**config.mk**
```make
export PLATFORM = sky130hd
export DESIGN_NAME = pow_unit_top
export DESIGN_NICKNAME = d
export VERILOG_FILES = /design/src/fxp_pkg.sv /design/src/axil_regs_pkg.sv /design/src/fixed_point_mul.sv /design/src/fixed_point_pow.sv /design/src/pow_axil_regs.sv /design/src/pow_unit_top.sv
export SDC_FILE = /design/constraint.sdc
export NUM_CORES = 1
export LEC_CHECK = 0
export ABC_CLOCK_PERIOD_IN_PS = 5800
export BUFFER_PORTS_ARGS = -buffer_cell sky130_fd_sc_hd__clkbuf_2
export CAP_MARGIN = 20
export CORE_MARGIN = 10
export CORE_UTILIZATION = 40
export CTS_CLUSTER_DIAMETER = 80
export CTS_CLUSTER_SIZE = 28
export DETAILED_ROUTE_END_ITERATION = 8
export PLACE_DENSITY_LB_ADDON = 0.3
export SLEW_MARGIN = 40
export SYNTH_ARGS = -nofsm -noshare
export SYNTH_HDL_FRONTEND = slang
export SYNTH_SLANG_ARGS = --single-unit
```
**constraint.sdc**
```tcl
create_clock -name clk -period 5.8 [get_ports clk]
set_clock_uncertainty 0.05 [all_clocks]
set_input_delay 0.29 -clock clk [delete_from_list [all_inputs] [get_ports clk]]
set_output_delay 0.29 -clock clk [all_outputs]
set_load 0.02 [all_outputs]
```
**src/fxp_pkg.sv**
```systemverilog
////////////////////////////////////////////////////////////
// Signed 8.8 fixed-point number format shared by the engine,
// the multipliers and the register block.
////////////////////////////////////////////////////////////
package fxp_pkg;

    parameter int INTEGER_PART_WIDTH    = 8;
    parameter int FRACTIONAL_PART_WIDTH = 8;
    parameter int NUMBER_WIDTH          = INTEGER_PART_WIDTH + FRACTIONAL_PART_WIDTH;

    // The value 1.0.
    parameter logic signed [NUMBER_WIDTH-1:0] FXP_ONE = 16'sh0100;

    typedef struct packed {
        logic [INTEGER_PART_WIDTH-1:0]    int_part;
        logic [FRACTIONAL_PART_WIDTH-1:0] frac_part;
    } fxp_parts_t;

    // One word, seen either as a signed number or split at the binary point.
    typedef union packed {
        logic signed [NUMBER_WIDTH-1:0] raw;
        fxp_parts_t                     parts;
    } fxp_word_t;

endpackage

```
**src/axil_regs_pkg.sv**
```systemverilog
////////////////////////////////////////////////////////////
// AXI4-Lite register map of the power unit: offsets,
// control and status bits, and response codes.
////////////////////////////////////////////////////////////
package axil_regs_pkg;

    parameter int ADDR_WIDTH = 5;
    parameter int DATA_WIDTH = 32;

    parameter logic [ADDR_WIDTH-1:0] REG_CTRL      = 5'h00;
    parameter logic [ADDR_WIDTH-1:0] REG_STATUS    = 5'h04;
    parameter logic [ADDR_WIDTH-1:0] REG_OPERAND_A = 5'h08;
    parameter logic [ADDR_WIDTH-1:0] REG_OPERAND_B = 5'h0C;
    parameter logic [ADDR_WIDTH-1:0] REG_RESULT    = 5'h10;

    // Writing a one here starts the engine.
    parameter int CTRL_START_BIT = 0;

    parameter int STATUS_BUSY_BIT = 0;
    parameter int STATUS_DONE_BIT = 1;

    parameter logic [1:0] RESP_OKAY   = 2'b00;
    parameter logic [1:0] RESP_SLVERR = 2'b10;

endpackage

```
**src/fixed_point_mul.sv**
```systemverilog
////////////////////////////////////////////////////////////
// Sequential shift-add signed 8.8 multiplier. Pulse start
// while done is high, then wait for done to return.
////////////////////////////////////////////////////////////
`timescale 1ns/1ps

module fixed_point_mul #(
    parameter int BITS_PER_CYCLE = 2
) (
    input  logic               clk,
    input  logic               rst_n,
    input  logic               start,
    output logic               done,
    input  fxp_pkg::fxp_word_t a,
    input  fxp_pkg::fxp_word_t b,
    output fxp_pkg::fxp_word_t result
);

    localparam int NW        = fxp_pkg::NUMBER_WIDTH;
    localparam int FW        = fxp_pkg::FRACTIONAL_PART_WIDTH;
    localparam int STEPS     = NW / BITS_PER_CYCLE;
    localparam int CNT_WIDTH = $clog2(STEPS + 1);
    localparam int ACC_WIDTH = 2 * NW;

    logic [NW-1:0]               a_mag;
    logic [NW-1:0]               b_mag;
    logic [ACC_WIDTH-1:0]        mcand;
    logic [NW-1:0]               mplier;
    logic [ACC_WIDTH-1:0]        acc;
    logic [ACC_WIDTH-1:0]        partial;
    logic [ACC_WIDTH-1:0]        acc_next;
    logic signed [ACC_WIDTH-1:0] product;
    logic                        neg;
    logic [CNT_WIDTH-1:0]        count;

    assign a_mag = a.raw[NW-1] ? -a.raw : a.raw;
    assign b_mag = b.raw[NW-1] ? -b.raw : b.raw;

    // Partial products for the multiplier bits consumed this cycle.
    always_comb begin
        partial = '0;
        for (int i = 0; i < BITS_PER_CYCLE; i++) begin
            if (mplier[i]) begin
                partial = partial + (mcand << i);
            end
        end
    end

    assign acc_next = acc + partial;
    assign product  = neg ? -$signed(acc_next) : $signed(acc_next);

    always_ff @(posedge clk) begin
        if (!rst_n) begin
            done  <= 1'b1;
            count <= '0;
        end else if (done) begin
            if (start) begin
                done  <= 1'b0;
                count <= CNT_WIDTH'(STEPS);
            end
        end else begin
            count <= count - 1'b1;
            if (count == CNT_WIDTH'(1)) begin
                done <= 1'b1;
            end
        end
    end

    always_ff @(posedge clk) begin
        if (done && start) begin
            mcand  <= {{(ACC_WIDTH - NW){1'b0}}, a_mag};
            mplier <= b_mag;
            acc    <= '0;
            neg    <= a.raw[NW-1] ^ b.raw[NW-1];
        end else if (!done) begin
            mcand  <= mcand << BITS_PER_CYCLE;
            mplier <= mplier >> BITS_PER_CYCLE;
            acc    <= acc_next;
            // Arithmetic shift by the fraction width, truncated to one word.
            if (count == CNT_WIDTH'(1)) begin
                result.raw <= product[FW +: NW];
            end
        end
    end

endmodule

```
**src/fixed_point_pow.sv**
```systemverilog
////////////////////////////////////////////////////////////
// Raises a to the integer part of b by square-and-multiply.
// Pulse start while done is high; result is valid at done.
////////////////////////////////////////////////////////////
`timescale 1ns/1ps

module fixed_point_pow #(
    parameter int BITS_PER_CYCLE = 2
) (
    input  logic               clk,
    input  logic               rst_n,
    input  logic               start,
    output logic               done,
    input  fxp_pkg::fxp_word_t a,
    input  fxp_pkg::fxp_word_t b,
    output fxp_pkg::fxp_word_t result
);

    localparam int IW = fxp_pkg::INTEGER_PART_WIDTH;

    localparam logic [1:0] S_READY      = 2'd0;
    localparam logic [1:0] S_CHECK_ZERO = 2'd1;
    localparam logic [1:0] S_START_MUL  = 2'd2;
    localparam logic [1:0] S_WAIT_MUL   = 2'd3;

    logic [1:0]         state;
    fxp_pkg::fxp_word_t value;
    logic [IW-1:0]      power;
    logic               res_used;
    logic               mul_finished;

    logic               value_mul_start;
    logic               value_mul_done;
    fxp_pkg::fxp_word_t value_mul_result;
    logic               result_mul_start;
    logic               result_mul_done;
    fxp_pkg::fxp_word_t result_mul_result;

    assign done             = (state == S_READY);
    assign value_mul_start  = (state == S_START_MUL);
    assign result_mul_start = (state == S_START_MUL) && power[0];

    // The result multiplier only counts when it was started this step.
    assign mul_finished = value_mul_done && (!res_used || result_mul_done);

    fixed_point_mul #(
        .BITS_PER_CYCLE (BITS_PER_CYCLE)
    ) value_mul (
        .clk    (clk),
        .rst_n  (rst_n),
        .start  (value_mul_start),
        .done   (value_mul_done),
        .a      (value),
        .b      (value),
        .result (value_mul_result)
    );

    fixed_point_mul #(
        .BITS_PER_CYCLE (BITS_PER_CYCLE)
    ) result_mul (
        .clk    (clk),
        .rst_n  (rst_n),
        .start  (result_mul_start),
        .done   (result_mul_done),
        .a      (result),
        .b      (value),
        .result (result_mul_result)
    );

    always_ff @(posedge clk) begin
        if (!rst_n) begin
            state      <= S_READY;
            res_used   <= 1'b0;
            result.raw <= '0;
        end else begin
            case (state)
                S_READY: begin
                    if (start) begin
                        state      <= S_CHECK_ZERO;
                        result.raw <= fxp_pkg::FXP_ONE;
                    end
                end
                S_CHECK_ZERO: begin
                    state <= (power == '0) ? S_READY : S_START_MUL;
                end
                S_START_MUL: begin
                    res_used <= power[0];
                    state    <= S_WAIT_MUL;
                end
                default: begin
                    if (mul_finished) begin
                        if (res_used) begin
                            result <= result_mul_result;
                        end
                        state <= (power == '0) ? S_READY : S_START_MUL;
                    end
                end
            endcase
        end
    end

    always_ff @(posedge clk) begin
        if (state == S_READY && start) begin
            value.raw <= a.raw;
            power     <= b.parts.int_part;
        end else if (state == S_START_MUL) begin
            power <= power >> 1;
        end else if (state == S_WAIT_MUL && mul_finished) begin
            value <= value_mul_result;
        end
    end

endmodule

```
**src/pow_axil_regs.sv**
```systemverilog
////////////////////////////////////////////////////////////
// AXI4-Lite slave holding operands, control, status and the
// result of the power engine.
////////////////////////////////////////////////////////////
`timescale 1ns/1ps

module pow_axil_regs (
    input  logic                                 clk,
    input  logic                                 rst_n,

    input  logic [axil_regs_pkg::ADDR_WIDTH-1:0]   awaddr,
    input  logic                                   awvalid,
    output logic                                   awready,
    input  logic [axil_regs_pkg::DATA_WIDTH-1:0]   wdata,
    input  logic [axil_regs_pkg::DATA_WIDTH/8-1:0] wstrb,
    input  logic                                   wvalid,
    output logic                                   wready,
    output logic [1:0]                             bresp,
    output logic                                   bvalid,
    input  logic                                   bready,
    input  logic [axil_regs_pkg::ADDR_WIDTH-1:0]   araddr,
    input  logic                                   arvalid,
    output logic                                   arready,
    output logic [axil_regs_pkg::DATA_WIDTH-1:0]   rdata,
    output logic [1:0]                             rresp,
    output logic                                   rvalid,
    input  logic                                   rready,

    output logic                                 start,
    output fxp_pkg::fxp_word_t                   a,
    output fxp_pkg::fxp_word_t                   b,
    input  logic                                 done,
    input  fxp_pkg::fxp_word_t                   result
);

    localparam int DW  = axil_regs_pkg::DATA_WIDTH;
    localparam int EXT = DW - fxp_pkg::NUMBER_WIDTH;

    logic          wr_accept;
    logic          rd_accept;
    logic          start_write;
    logic          done_prev;
    logic          done_sticky;
    logic [1:0]    wr_resp;
    logic [DW-1:0] rd_data;
    logic [1:0]    rd_resp;

    assign wr_accept = awvalid && wvalid && awready && wready;
    assign rd_accept = arvalid && arready;
    assign arready   = !rvalid;

    // Strobes are not decoded, every accepted write is a full word.
    assign start_write = wr_accept && (awaddr == axil_regs_pkg::REG_CTRL)
                         && wdata[axil_regs_pkg::CTRL_START_BIT];

    always_comb begin
        case (awaddr)
            axil_regs_pkg::REG_CTRL,
            axil_regs_pkg::REG_STATUS,
            axil_regs_pkg::REG_OPERAND_A,
            axil_regs_pkg::REG_OPERAND_B,
            axil_regs_pkg::REG_RESULT:    wr_resp = axil_regs_pkg::RESP_OKAY;
            default:                      wr_resp = axil_regs_pkg::RESP_SLVERR;
        endcase
    end

    always_comb begin
        rd_data = '0;
        rd_resp = axil_regs_pkg::RESP_OKAY;
        case (araddr)
            axil_regs_pkg::REG_CTRL: begin
                rd_data = '0;
            end
            axil_regs_pkg::REG_STATUS: begin
                rd_data[axil_regs_pkg::STATUS_BUSY_BIT] = !done;
                rd_data[axil_regs_pkg::STATUS_DONE_BIT] = done_sticky;
            end
            axil_regs_pkg::REG_OPERAND_A: begin
                rd_data = {{EXT{a.raw[fxp_pkg::NUMBER_WIDTH-1]}}, a.raw};
            end
            axil_regs_pkg::REG_OPERAND_B: begin
                rd_data = {{EXT{b.raw[fxp_pkg::NUMBER_WIDTH-1]}}, b.raw};
            end
            axil_regs_pkg::REG_RESULT: begin
                rd_data = {{EXT{result.raw[fxp_pkg::NUMBER_WIDTH-1]}}, result.raw};
            end
            default: begin
                rd_resp = axil_regs_pkg::RESP_SLVERR;
            end
        endcase
    end

    // Write address and data are taken together, one word per response.
    always_ff @(posedge clk) begin
        if (!rst_n) begin
            awready <= 1'b0;
            wready  <= 1'b0;
            bvalid  <= 1'b0;
        end else begin
            awready <= !awready && awvalid && wvalid && !bvalid;
            wready  <= !wready && awvalid && wvalid && !bvalid;
            if (wr_accept) begin
                bvalid <= 1'b1;
            end else if (bready) begin
                bvalid <= 1'b0;
            end
        end
    end

    always_ff @(posedge clk) begin
        if (wr_accept) begin
            bresp <= wr_resp;
        end
        if (wr_accept && awaddr == axil_regs_pkg::REG_OPERAND_A) begin
            a.raw <= wdata[fxp_pkg::NUMBER_WIDTH-1:0];
        end
        if (wr_accept && awaddr == axil_regs_pkg::REG_OPERAND_B) begin
            b.raw <= wdata[fxp_pkg::NUMBER_WIDTH-1:0];
        end
    end

    always_ff @(posedge clk) begin
        if (!rst_n) begin
            rvalid <= 1'b0;
        end else if (rd_accept) begin
            rvalid <= 1'b1;
        end else if (rready) begin
            rvalid <= 1'b0;
        end
    end

    always_ff @(posedge clk) begin
        if (rd_accept) begin
            rdata <= rd_data;
            rresp <= rd_resp;
        end
    end

    // Start is dropped while the engine is busy.
    always_ff @(posedge clk) begin
        if (!rst_n) begin
            start       <= 1'b0;
            done_prev   <= 1'b1;
            done_sticky <= 1'b0;
        end else begin
            start     <= start_write && done;
            done_prev <= done;
            if (start_write) begin
                done_sticky <= 1'b0;
            end else if (done && !done_prev) begin
                done_sticky <= 1'b1;
            end
        end
    end

endmodule

```
**src/pow_unit_top.sv**
```systemverilog
////////////////////////////////////////////////////////////
// Power unit: AXI4-Lite register block driving the
// fixed-point power engine.
////////////////////////////////////////////////////////////
`timescale 1ns/1ps

module pow_unit_top #(
    parameter int BITS_PER_CYCLE = 2
) (
    input  logic                                   clk,
    input  logic                                   rst_n,
    input  logic [axil_regs_pkg::ADDR_WIDTH-1:0]   awaddr,
    input  logic                                   awvalid,
    output logic                                   awready,
    input  logic [axil_regs_pkg::DATA_WIDTH-1:0]   wdata,
    input  logic [axil_regs_pkg::DATA_WIDTH/8-1:0] wstrb,
    input  logic                                   wvalid,
    output logic                                   wready,
    output logic [1:0]                             bresp,
    output logic                                   bvalid,
    input  logic                                   bready,
    input  logic [axil_regs_pkg::ADDR_WIDTH-1:0]   araddr,
    input  logic                                   arvalid,
    output logic                                   arready,
    output logic [axil_regs_pkg::DATA_WIDTH-1:0]   rdata,
    output logic [1:0]                             rresp,
    output logic                                   rvalid,
    input  logic                                   rready
);

    logic               eng_start;
    logic               eng_done;
    fxp_pkg::fxp_word_t eng_a;
    fxp_pkg::fxp_word_t eng_b;
    fxp_pkg::fxp_word_t eng_result;

    pow_axil_regs regs0 (
        .clk     (clk),
        .rst_n   (rst_n),
        .awaddr  (awaddr),
        .awvalid (awvalid),
        .awready (awready),
        .wdata   (wdata),
        .wstrb   (wstrb),
        .wvalid  (wvalid),
        .wready  (wready),
        .bresp   (bresp),
        .bvalid  (bvalid),
        .bready  (bready),
        .araddr  (araddr),
        .arvalid (arvalid),
        .arready (arready),
        .rdata   (rdata),
        .rresp   (rresp),
        .rvalid  (rvalid),
        .rready  (rready),
        .start   (eng_start),
        .a       (eng_a),
        .b       (eng_b),
        .done    (eng_done),
        .result  (eng_result)
    );

    fixed_point_pow #(
        .BITS_PER_CYCLE (BITS_PER_CYCLE)
    ) pow0 (
        .clk    (clk),
        .rst_n  (rst_n),
        .start  (eng_start),
        .done   (eng_done),
        .a      (eng_a),
        .b      (eng_b),
        .result (eng_result)
    );

endmodule

```
==> results of run 1 <==
[worst register-to-register path, delay by kind of cell (launching register included)]
kind	cells	cell delay [ps]
AND/OR/NAND/NOR	6	1680
AO/OA/AOI/OAI	10	1880
buffers and inverters	3	310
XOR/XNOR	1	70
flip-flops	1	350
adder cells (fa/ha/maj)	3	890
[synthesized netlist by cell type, types with 6 or more instances]
cell,instances,area [µm²]
a21boi_0,17,128
and2_1,47,294
o22ai_1,9,56.3
nor2_1,75,282
nand2_1,205,769
edfxtp_1,171,5130
ha_1,94,1180
nor4_1,10,62.6
nand3_1,37,185
buf_4,18,135
clkbuf_1,68,255
dfxtp_1,100,2000
a211oi_1,7,52.6
o21a_1,28,210
a31oi_1,7,43.8
o21ai_0,84,420
xnor2_1,74,648
o21ai_1,8,40.0
a21o_1,54,405
a21oi_1,88,440
o2bb2ai_1,13,114
nand4_1,12,75.1
or4_1,6,45.0
a22o_1,36,315
mux2_2,49,552
nor3_1,23,115
o21bai_1,12,90.1
a22oi_1,18,135
inv_1,43,161
xor2_1,52,455
a2111oi_0,9,78.8
or3_1,12,75.1
and3_1,10,62.6
o31ai_1,16,120
nor2b_1,11,68.8
nand2b_1,12,75.1
[flip-flops by register name (all words and copies together) (netlist names), 24 cells and up, named ones only]
register               count
pow0.value_mul.mcand      24
pow0.result_mul.acc       24
pow0.value_mul.acc        24
pow0.result_mul.mcand     24
[kinds of logic after synthesis]
family | after synthesis
AND/OR/NAND/NOR | 480
AO/OA/AOI/OAI | 458
flip-flops | 271
buffers and inverters | 136
XOR/XNOR | 126
adder cells (fa/ha/maj) | 99
multiplexers | 53
other | 1
[repair_timing]
| item | in CTS | in global routing |
|---|---|---|
| endpoints found under the setup margin | 0 | 23 |
| gates resized for setup | 0 | 24 |
| hold buffers | 24 | 0 |
| setup buffers | 0 | 5 |
| hold endpoints to repair | 38 | 0 |
[metrics by stage]
stage / worst slack (ps) / hold WS (ps)
global placement: 165 / 379
floorplan: 62.5 / 339
CTS: 58.7 / 0.198
global route: -12.7 / 26.4
finish: 310 / 15.6
detailed placement: 79.4 / 404
[per-layer routing]
metal,share of wire [%],routed length (µm),track usage [%]
met5,0,0,0
met4,2.4,919,3.67
met3,3.2,1260,2.29
met2,49,19100,26.8
met1,45,17400,20.2
[power by group]
part / leakage (nW) / switching, mW / internal [mW]
combinational: 4.76 / 0.0472 / 0.0331
sequential: 2.35 / 0.00418 / 2.04
clock: 0.264 / 0.728 / 0.582
[worst paths after layout]
path	slack, ps	startpoint	end	cells after the start
hold reg to reg	410	pow0.value_mul.acc[0]	pow0.value_mul.acc[0]	2
setup / recovery	310	pow0.result_mul.mcand[1]	pow0.result_mul.result[14]	23
setup reg to reg	310	pow0.result_mul.mcand[1]	pow0.result_mul.result[14]	23
hold / removal	20	araddr[1]	regs0.rresp[1]	3
[area by class of cell]
type / count / area, µm²
inverter: 45 / 169
fill: 3733 / 21700
timing repair buffer: 145 / 971
sequential: 271 / 7140
tap: 525 / 657
multi-input combinational: 1218 / 8530
clock buffer: 21 / 440
clock inverter: 7 / 111
==> metrics.txt, run 1 <==
status=finished, final reports clean; Final Non-Filler Cells=2,232; Tot Pwr=3.43 mW; first-pass GRT wire length=61.9 mm; fraction of registers with async set/reset=0%; flops & latches, synth=271; Routed Wire Length=38.7 mm; die height=221 µm; Cell Area, Synth=16,100 µm²; largest family of logic cells by synthesized area=compound AO/OA/AOI/OAI gates; crit path buf inv count=3; Adder-Cell Fraction of Synth Area=7.87%; Crit Path Class=flop to flop; xor/xnor share of the synthesized area=6.86%; max incr delay on CP=490 ps; GRT overflow=0; unique cell type count in the Yosys netlist=81; Max Cap Violations=0; drt wl/cell=17.3 µm; Setup Total Neg Slack=0 ps; via count=12,136; DP HPWL=28.5 mm; Worst path top cell family by delay=compound AO/OA/AOI/OAI gates; syn_area_per_cell=9.91 µm²; DRT antenna net count=0; dpl cell area=17,100 µm²; ys flop type=edfxtp_1; gpl congestion=0.850; Hold WC Path Type=input port to flop; Peak VDD IR=226 µV; clk sinks=271; EDFF count, synth=171; crit path launch type=flop; Cells after Synth=1,624; drt first pass iters=5; Final Util=45.4%; # rows=73; Longest Clk Path Bufs=3; GRT Util Overall=15.5%; most frequent cells in the layout=205 x nand2_1, 171 x edfxtp_1, 99 x dfxtp_1; Compound-Gate Fraction of Synth Area=19.5%; Crit Path Max Fanout=7; Seq/Total Area, Yosys=44.3%; share of layout cells above drive strength 1=14.3%; cts bufs inserted=16; Yosys Warn Count=0; DR vias/cell=5.44; Diodes inserted=0; endpoints failing hold=0; vias in the first global route=11,575; mux cell area share after synthesis=3.68%; Tcrit/Tclk final=94.7%; latest clock arrival within the worst-skew pair=530 ps; Worst EP arrival=5720 ps; Tmin final=5490 ps; initial antenna violation count=0; most common cell after layout, fill and taps aside=nand2_1; Simple-Gate Fraction of Synth Area=14.2%; Final Cell Area=18,000 µm²; worst slew pin tran=700 ps; core area=39,700 µm²; PortBufs=71; Initial Utilization=40.5%; Max-Slew Margin vs Limit=53.3%; initial drt markers=847; DIE AREA=48,700 µm²; CTS H-tree depth=1; NumNets Final=1,848; Post-Place Cells=2,175; CTS root buf=clkbuf_16; num ports=94; Final setup violation count=0; worst path required time=6030 ps; drc violations=0; die width=221 µm; Area Overhead vs Synth=12.0%; largest net degree at the start of global routing=63; leakage=7.37 nW; fmax=182 MHz; CTS tree=yes; Critical Path End Type=flop; P per Cell Area=190 nW/µm²; Clock transition at path regs=100 ps; Slowest cell on crit path=or3b_4; critical-path cell list=inv_1 > nor2_1 > ha_1 > inv_1 > fa_2 > o21bai_4 > a2111oi_4 > buf_4 > a21oi_1 > nand2_1 > o21ai_0 > o311ai_0 > o31ai_1 > ha_1 > o21a_1 > o221ai_1 > and4bb_1 > nand4_1 > or3b_4 > o31a_1 > or3_4 > o21ai_2 > xnor2_1; Pins Over Slew Limit=0
(Power assumes the default switching activity.)
==> run 2, diff against run 1 <==
--- a/config.mk
+++ b/config.mk
@@ -9,7 +9,7 @@
 export BUFFER_PORTS_ARGS = -buffer_cell sky130_fd_sc_hd__clkbuf_2
 export CAP_MARGIN = 20
 export CORE_MARGIN = 10
-export CORE_UTILIZATION = 40
+export CORE_UTILIZATION = 56
 export CTS_CLUSTER_DIAMETER = 80
 export CTS_CLUSTER_SIZE = 28
 export DETAILED_ROUTE_END_ITERATION = 8
==> run 2 against run 1 <==
  * Die area decreased by 26%
  * Cell count shrank 6.6%
  * Largest power group unchanged
  * Sequential cell count is the same
  * Highest routed layer unchanged
  * Register-to-register slack worse by 70 ps
==> metrics.txt, run 2 (same netlist as run 1, synthesis figures left out) <==
status=finished, final reports clean (unchanged); CTS tree=yes (unchanged); Clock transition at path regs=110 ps (was 100 ps); P per Cell Area=193 nW/µm² (was 190 nW/µm²); Worst Setup SP=pow0.result_mul.mplier[0] (was pow0.result_mul.mcand[1]); CTS root buf=clkbuf_16 (unchanged); Crit Path Max Fanout=9 (was 7); latest clock arrival within the worst-skew pair=520 ps (was 530 ps); Multi-input gate area=8500 µm² (was 8530 µm²); Final setup violation count=0 (unchanged); Tmin final=5560 ps (was 5490 ps); crit path launch type=flop (unchanged); largest net degree at the start of global routing=63 (unchanged); Longest Clk Path Bufs=3 (unchanged); share of layout cells above drive strength 1=13.8% (was 14.3%); crit path buf inv count=2 (was 3); via count=12,438 (was 12,136); r2r startpoint=pow0.result_mul.mplier[0] (was pow0.result_mul.mcand[1]); Max Cap Violations=0 (unchanged); Initial Utilization=56.4% (was 40.5%); die height=190 µm (was 221 µm); DP HPWL=27.4 mm (was 28.5 mm); num ports=94 (unchanged); setup ws final=237 ps (was 310 ps); Pins Over Slew Limit=0 (unchanged); fill count=2,366 (was 3,733); DIE AREA=35,900 µm² (was 48,700 µm²); max incr delay on CP=460 ps (was 490 ps); initial antenna violation count=0 (unchanged); Worst EP arrival=5780 ps (was 5720 ps); Tcrit/Tclk final=95.9% (was 94.7%); most frequent cells in the layout=204 x nand2_1, 171 x edfxtp_1, 100 x dfxtp_1 (was 205 x nand2_1, 171 x edfxtp_1, 99 x dfxtp_1); worst slew pin tran=881 ps (was 700 ps); DRT antenna net count=0 (unchanged); Hold Crit Start=awvalid (was araddr[1]); dpl ws=118 ps (was 79.4 ps); Area Overhead vs Synth=10.4% (was 12.0%); gpl congestion=0.855 (was 0.850); Max-Slew Margin vs Limit=41.2% (was 53.3%); cell count along the critical path=21 (was 23); drt wl/cell=18.3 µm (was 17.3 µm); # rows=62 (was 73); worst path required time=6010 ps (was 6030 ps); GRT Util Overall=20.4% (was 15.5%); GRT overflow=0 (unchanged); dpl cell area=16,900 µm² (was 17,100 µm²); PortBufs=71 (unchanged); first-pass GRT wire length=61.0 mm (was 61.9 mm); sequential standard cell area=7140 µm² (about the same); cts bufs inserted=16 (unchanged); die width=190 µm (was 221 µm); drc violations=0 (unchanged); Peak VDD IR=257 µV (was 226 µV); Hold WC Path Type=input port to flop (unchanged); vias in the first global route=11,961 (was 11,575); initial drt markers=921 (was 847); Slowest cell on crit path=or3b_4 (unchanged); Diodes inserted=0 (unchanged); fmax=180 MHz (was 182 MHz); most frequent CP cell=xnor2_1; Tot Pwr=3.43 mW (about the same); drt first pass iters=5 (unchanged); WHS Path Cells=3 (unchanged); critical-path cell list=nand2_1 > inv_1 > ha_1 > a21oi_1 > nor2_1 > a21oi_1 > o32ai_1 > a31oi_2 > buf_4 > xnor2_1 > mux2_2 > ha_1 > a21o_1 > a31oi_1 > nand2_1 > xnor2_1 > or3b_4 > o31a_1 > or3_4 > o21ai_2 > xnor2_1 (was inv_1 > nor2_1 > ha_1 > inv_1 > fa_2 > o21bai_4 > a2111oi_4 > buf_4 > a21oi_1 > nand2_1 > o21ai_0 > o311ai_0 > o31ai_1 > ha_1 > o21a_1 > o221ai_1 > and4bb_1 > nand4_1 > or3b_4 > o31a_1 > or3_4 > o21ai_2 > xnor2_1); Worst path top cell family by delay=compound AO/OA/AOI/OAI gates (unchanged); DR vias/cell=5.97 (was 5.44); Routed Wire Length=38.2 mm (was 38.7 mm); Critical Path End Type=flop (unchanged); clk sinks=271 (unchanged); most common cell after layout, fill and taps aside=nand2_1 (unchanged); Final Cell Area=17,800 µm² (was 18,000 µm²); Crit Path Class=flop to flop (unchanged); CTS H-tree depth=1 (unchanged); endpoints failing hold=0 (unchanged); leakage=7.33 nW (was 7.37 nW); core area=28,500 µm² (was 39,700 µm²); reg2reg path depth=21 (was 23); NumNets Final=1,842 (was 1,848); Hold Slack=11.0 ps (was 15.6 ps)
## run 2: per-layer routing
metal / share of wire [%] / track usage [%] / vias up
met2: 51 / 36.2 / 272
met1: 43 / 25.8 / 6042
met3: 4.1 / 2.45 / 61
li1: - / - / 6063
met5: 0 / 0 / -
met4: 2.0 / 5.16 / 0
## run 2: area by class of cell
class | count | share of cell area, %
clock buffers | 22 | 2.56
multi-input cells | 1218 | 47.8
clock inverters | 6 | 0.592
well taps | 384 | 2.70
inverters | 45 | 0.951
flip-flops and latches | 271 | 40.2
repair buffers | 139 | 5.18
## run 2: timing repair
action | in CTS | in global routing
resized for setup | 0 | 24
endpoints found under the hold margin | 37 | 0
endpoints found under the setup margin | 0 | 18
buffers inserted | 0 | 5
hold buffers | 22 | 0
## run 2: tightest hold or removal path: stages
cell      delay [ps]
clkbuf_2          90
nand4b_1         110
nor2_1            40
## run 2: final timing paths
kind	end	slack [ps]
worst min register to register	regs0.awready	420
worst min-delay path	regs0.awready	10
worst max-delay path	pow0.result_mul.result[15]	240
worst max register to register	pow0.result_mul.result[15]	240
## run 2: power by group
| group | total (mW) | switching, mW | leakage (nW) | internal, mW |
|---|---|---|---|---|
| Sequential | 2.04 | 0.00418 | 2.35 | 2.04 |
| Clock | 1.31 | 0.716 | 0.270 | 0.598 |
| Combinational | 0.0789 | 0.0466 | 4.72 | 0.0323 |
## run 2: per-stage QoR
step	setup TNS, ps	utilization, %	instances
after CTS	0	61.8	2080
final	0	62.2	2085
after global routing	-82.0	62.2	2085
after floorplan	0	-	1625
after detailed placement	0	59.1	2030
after global placement	0	59.0	2030
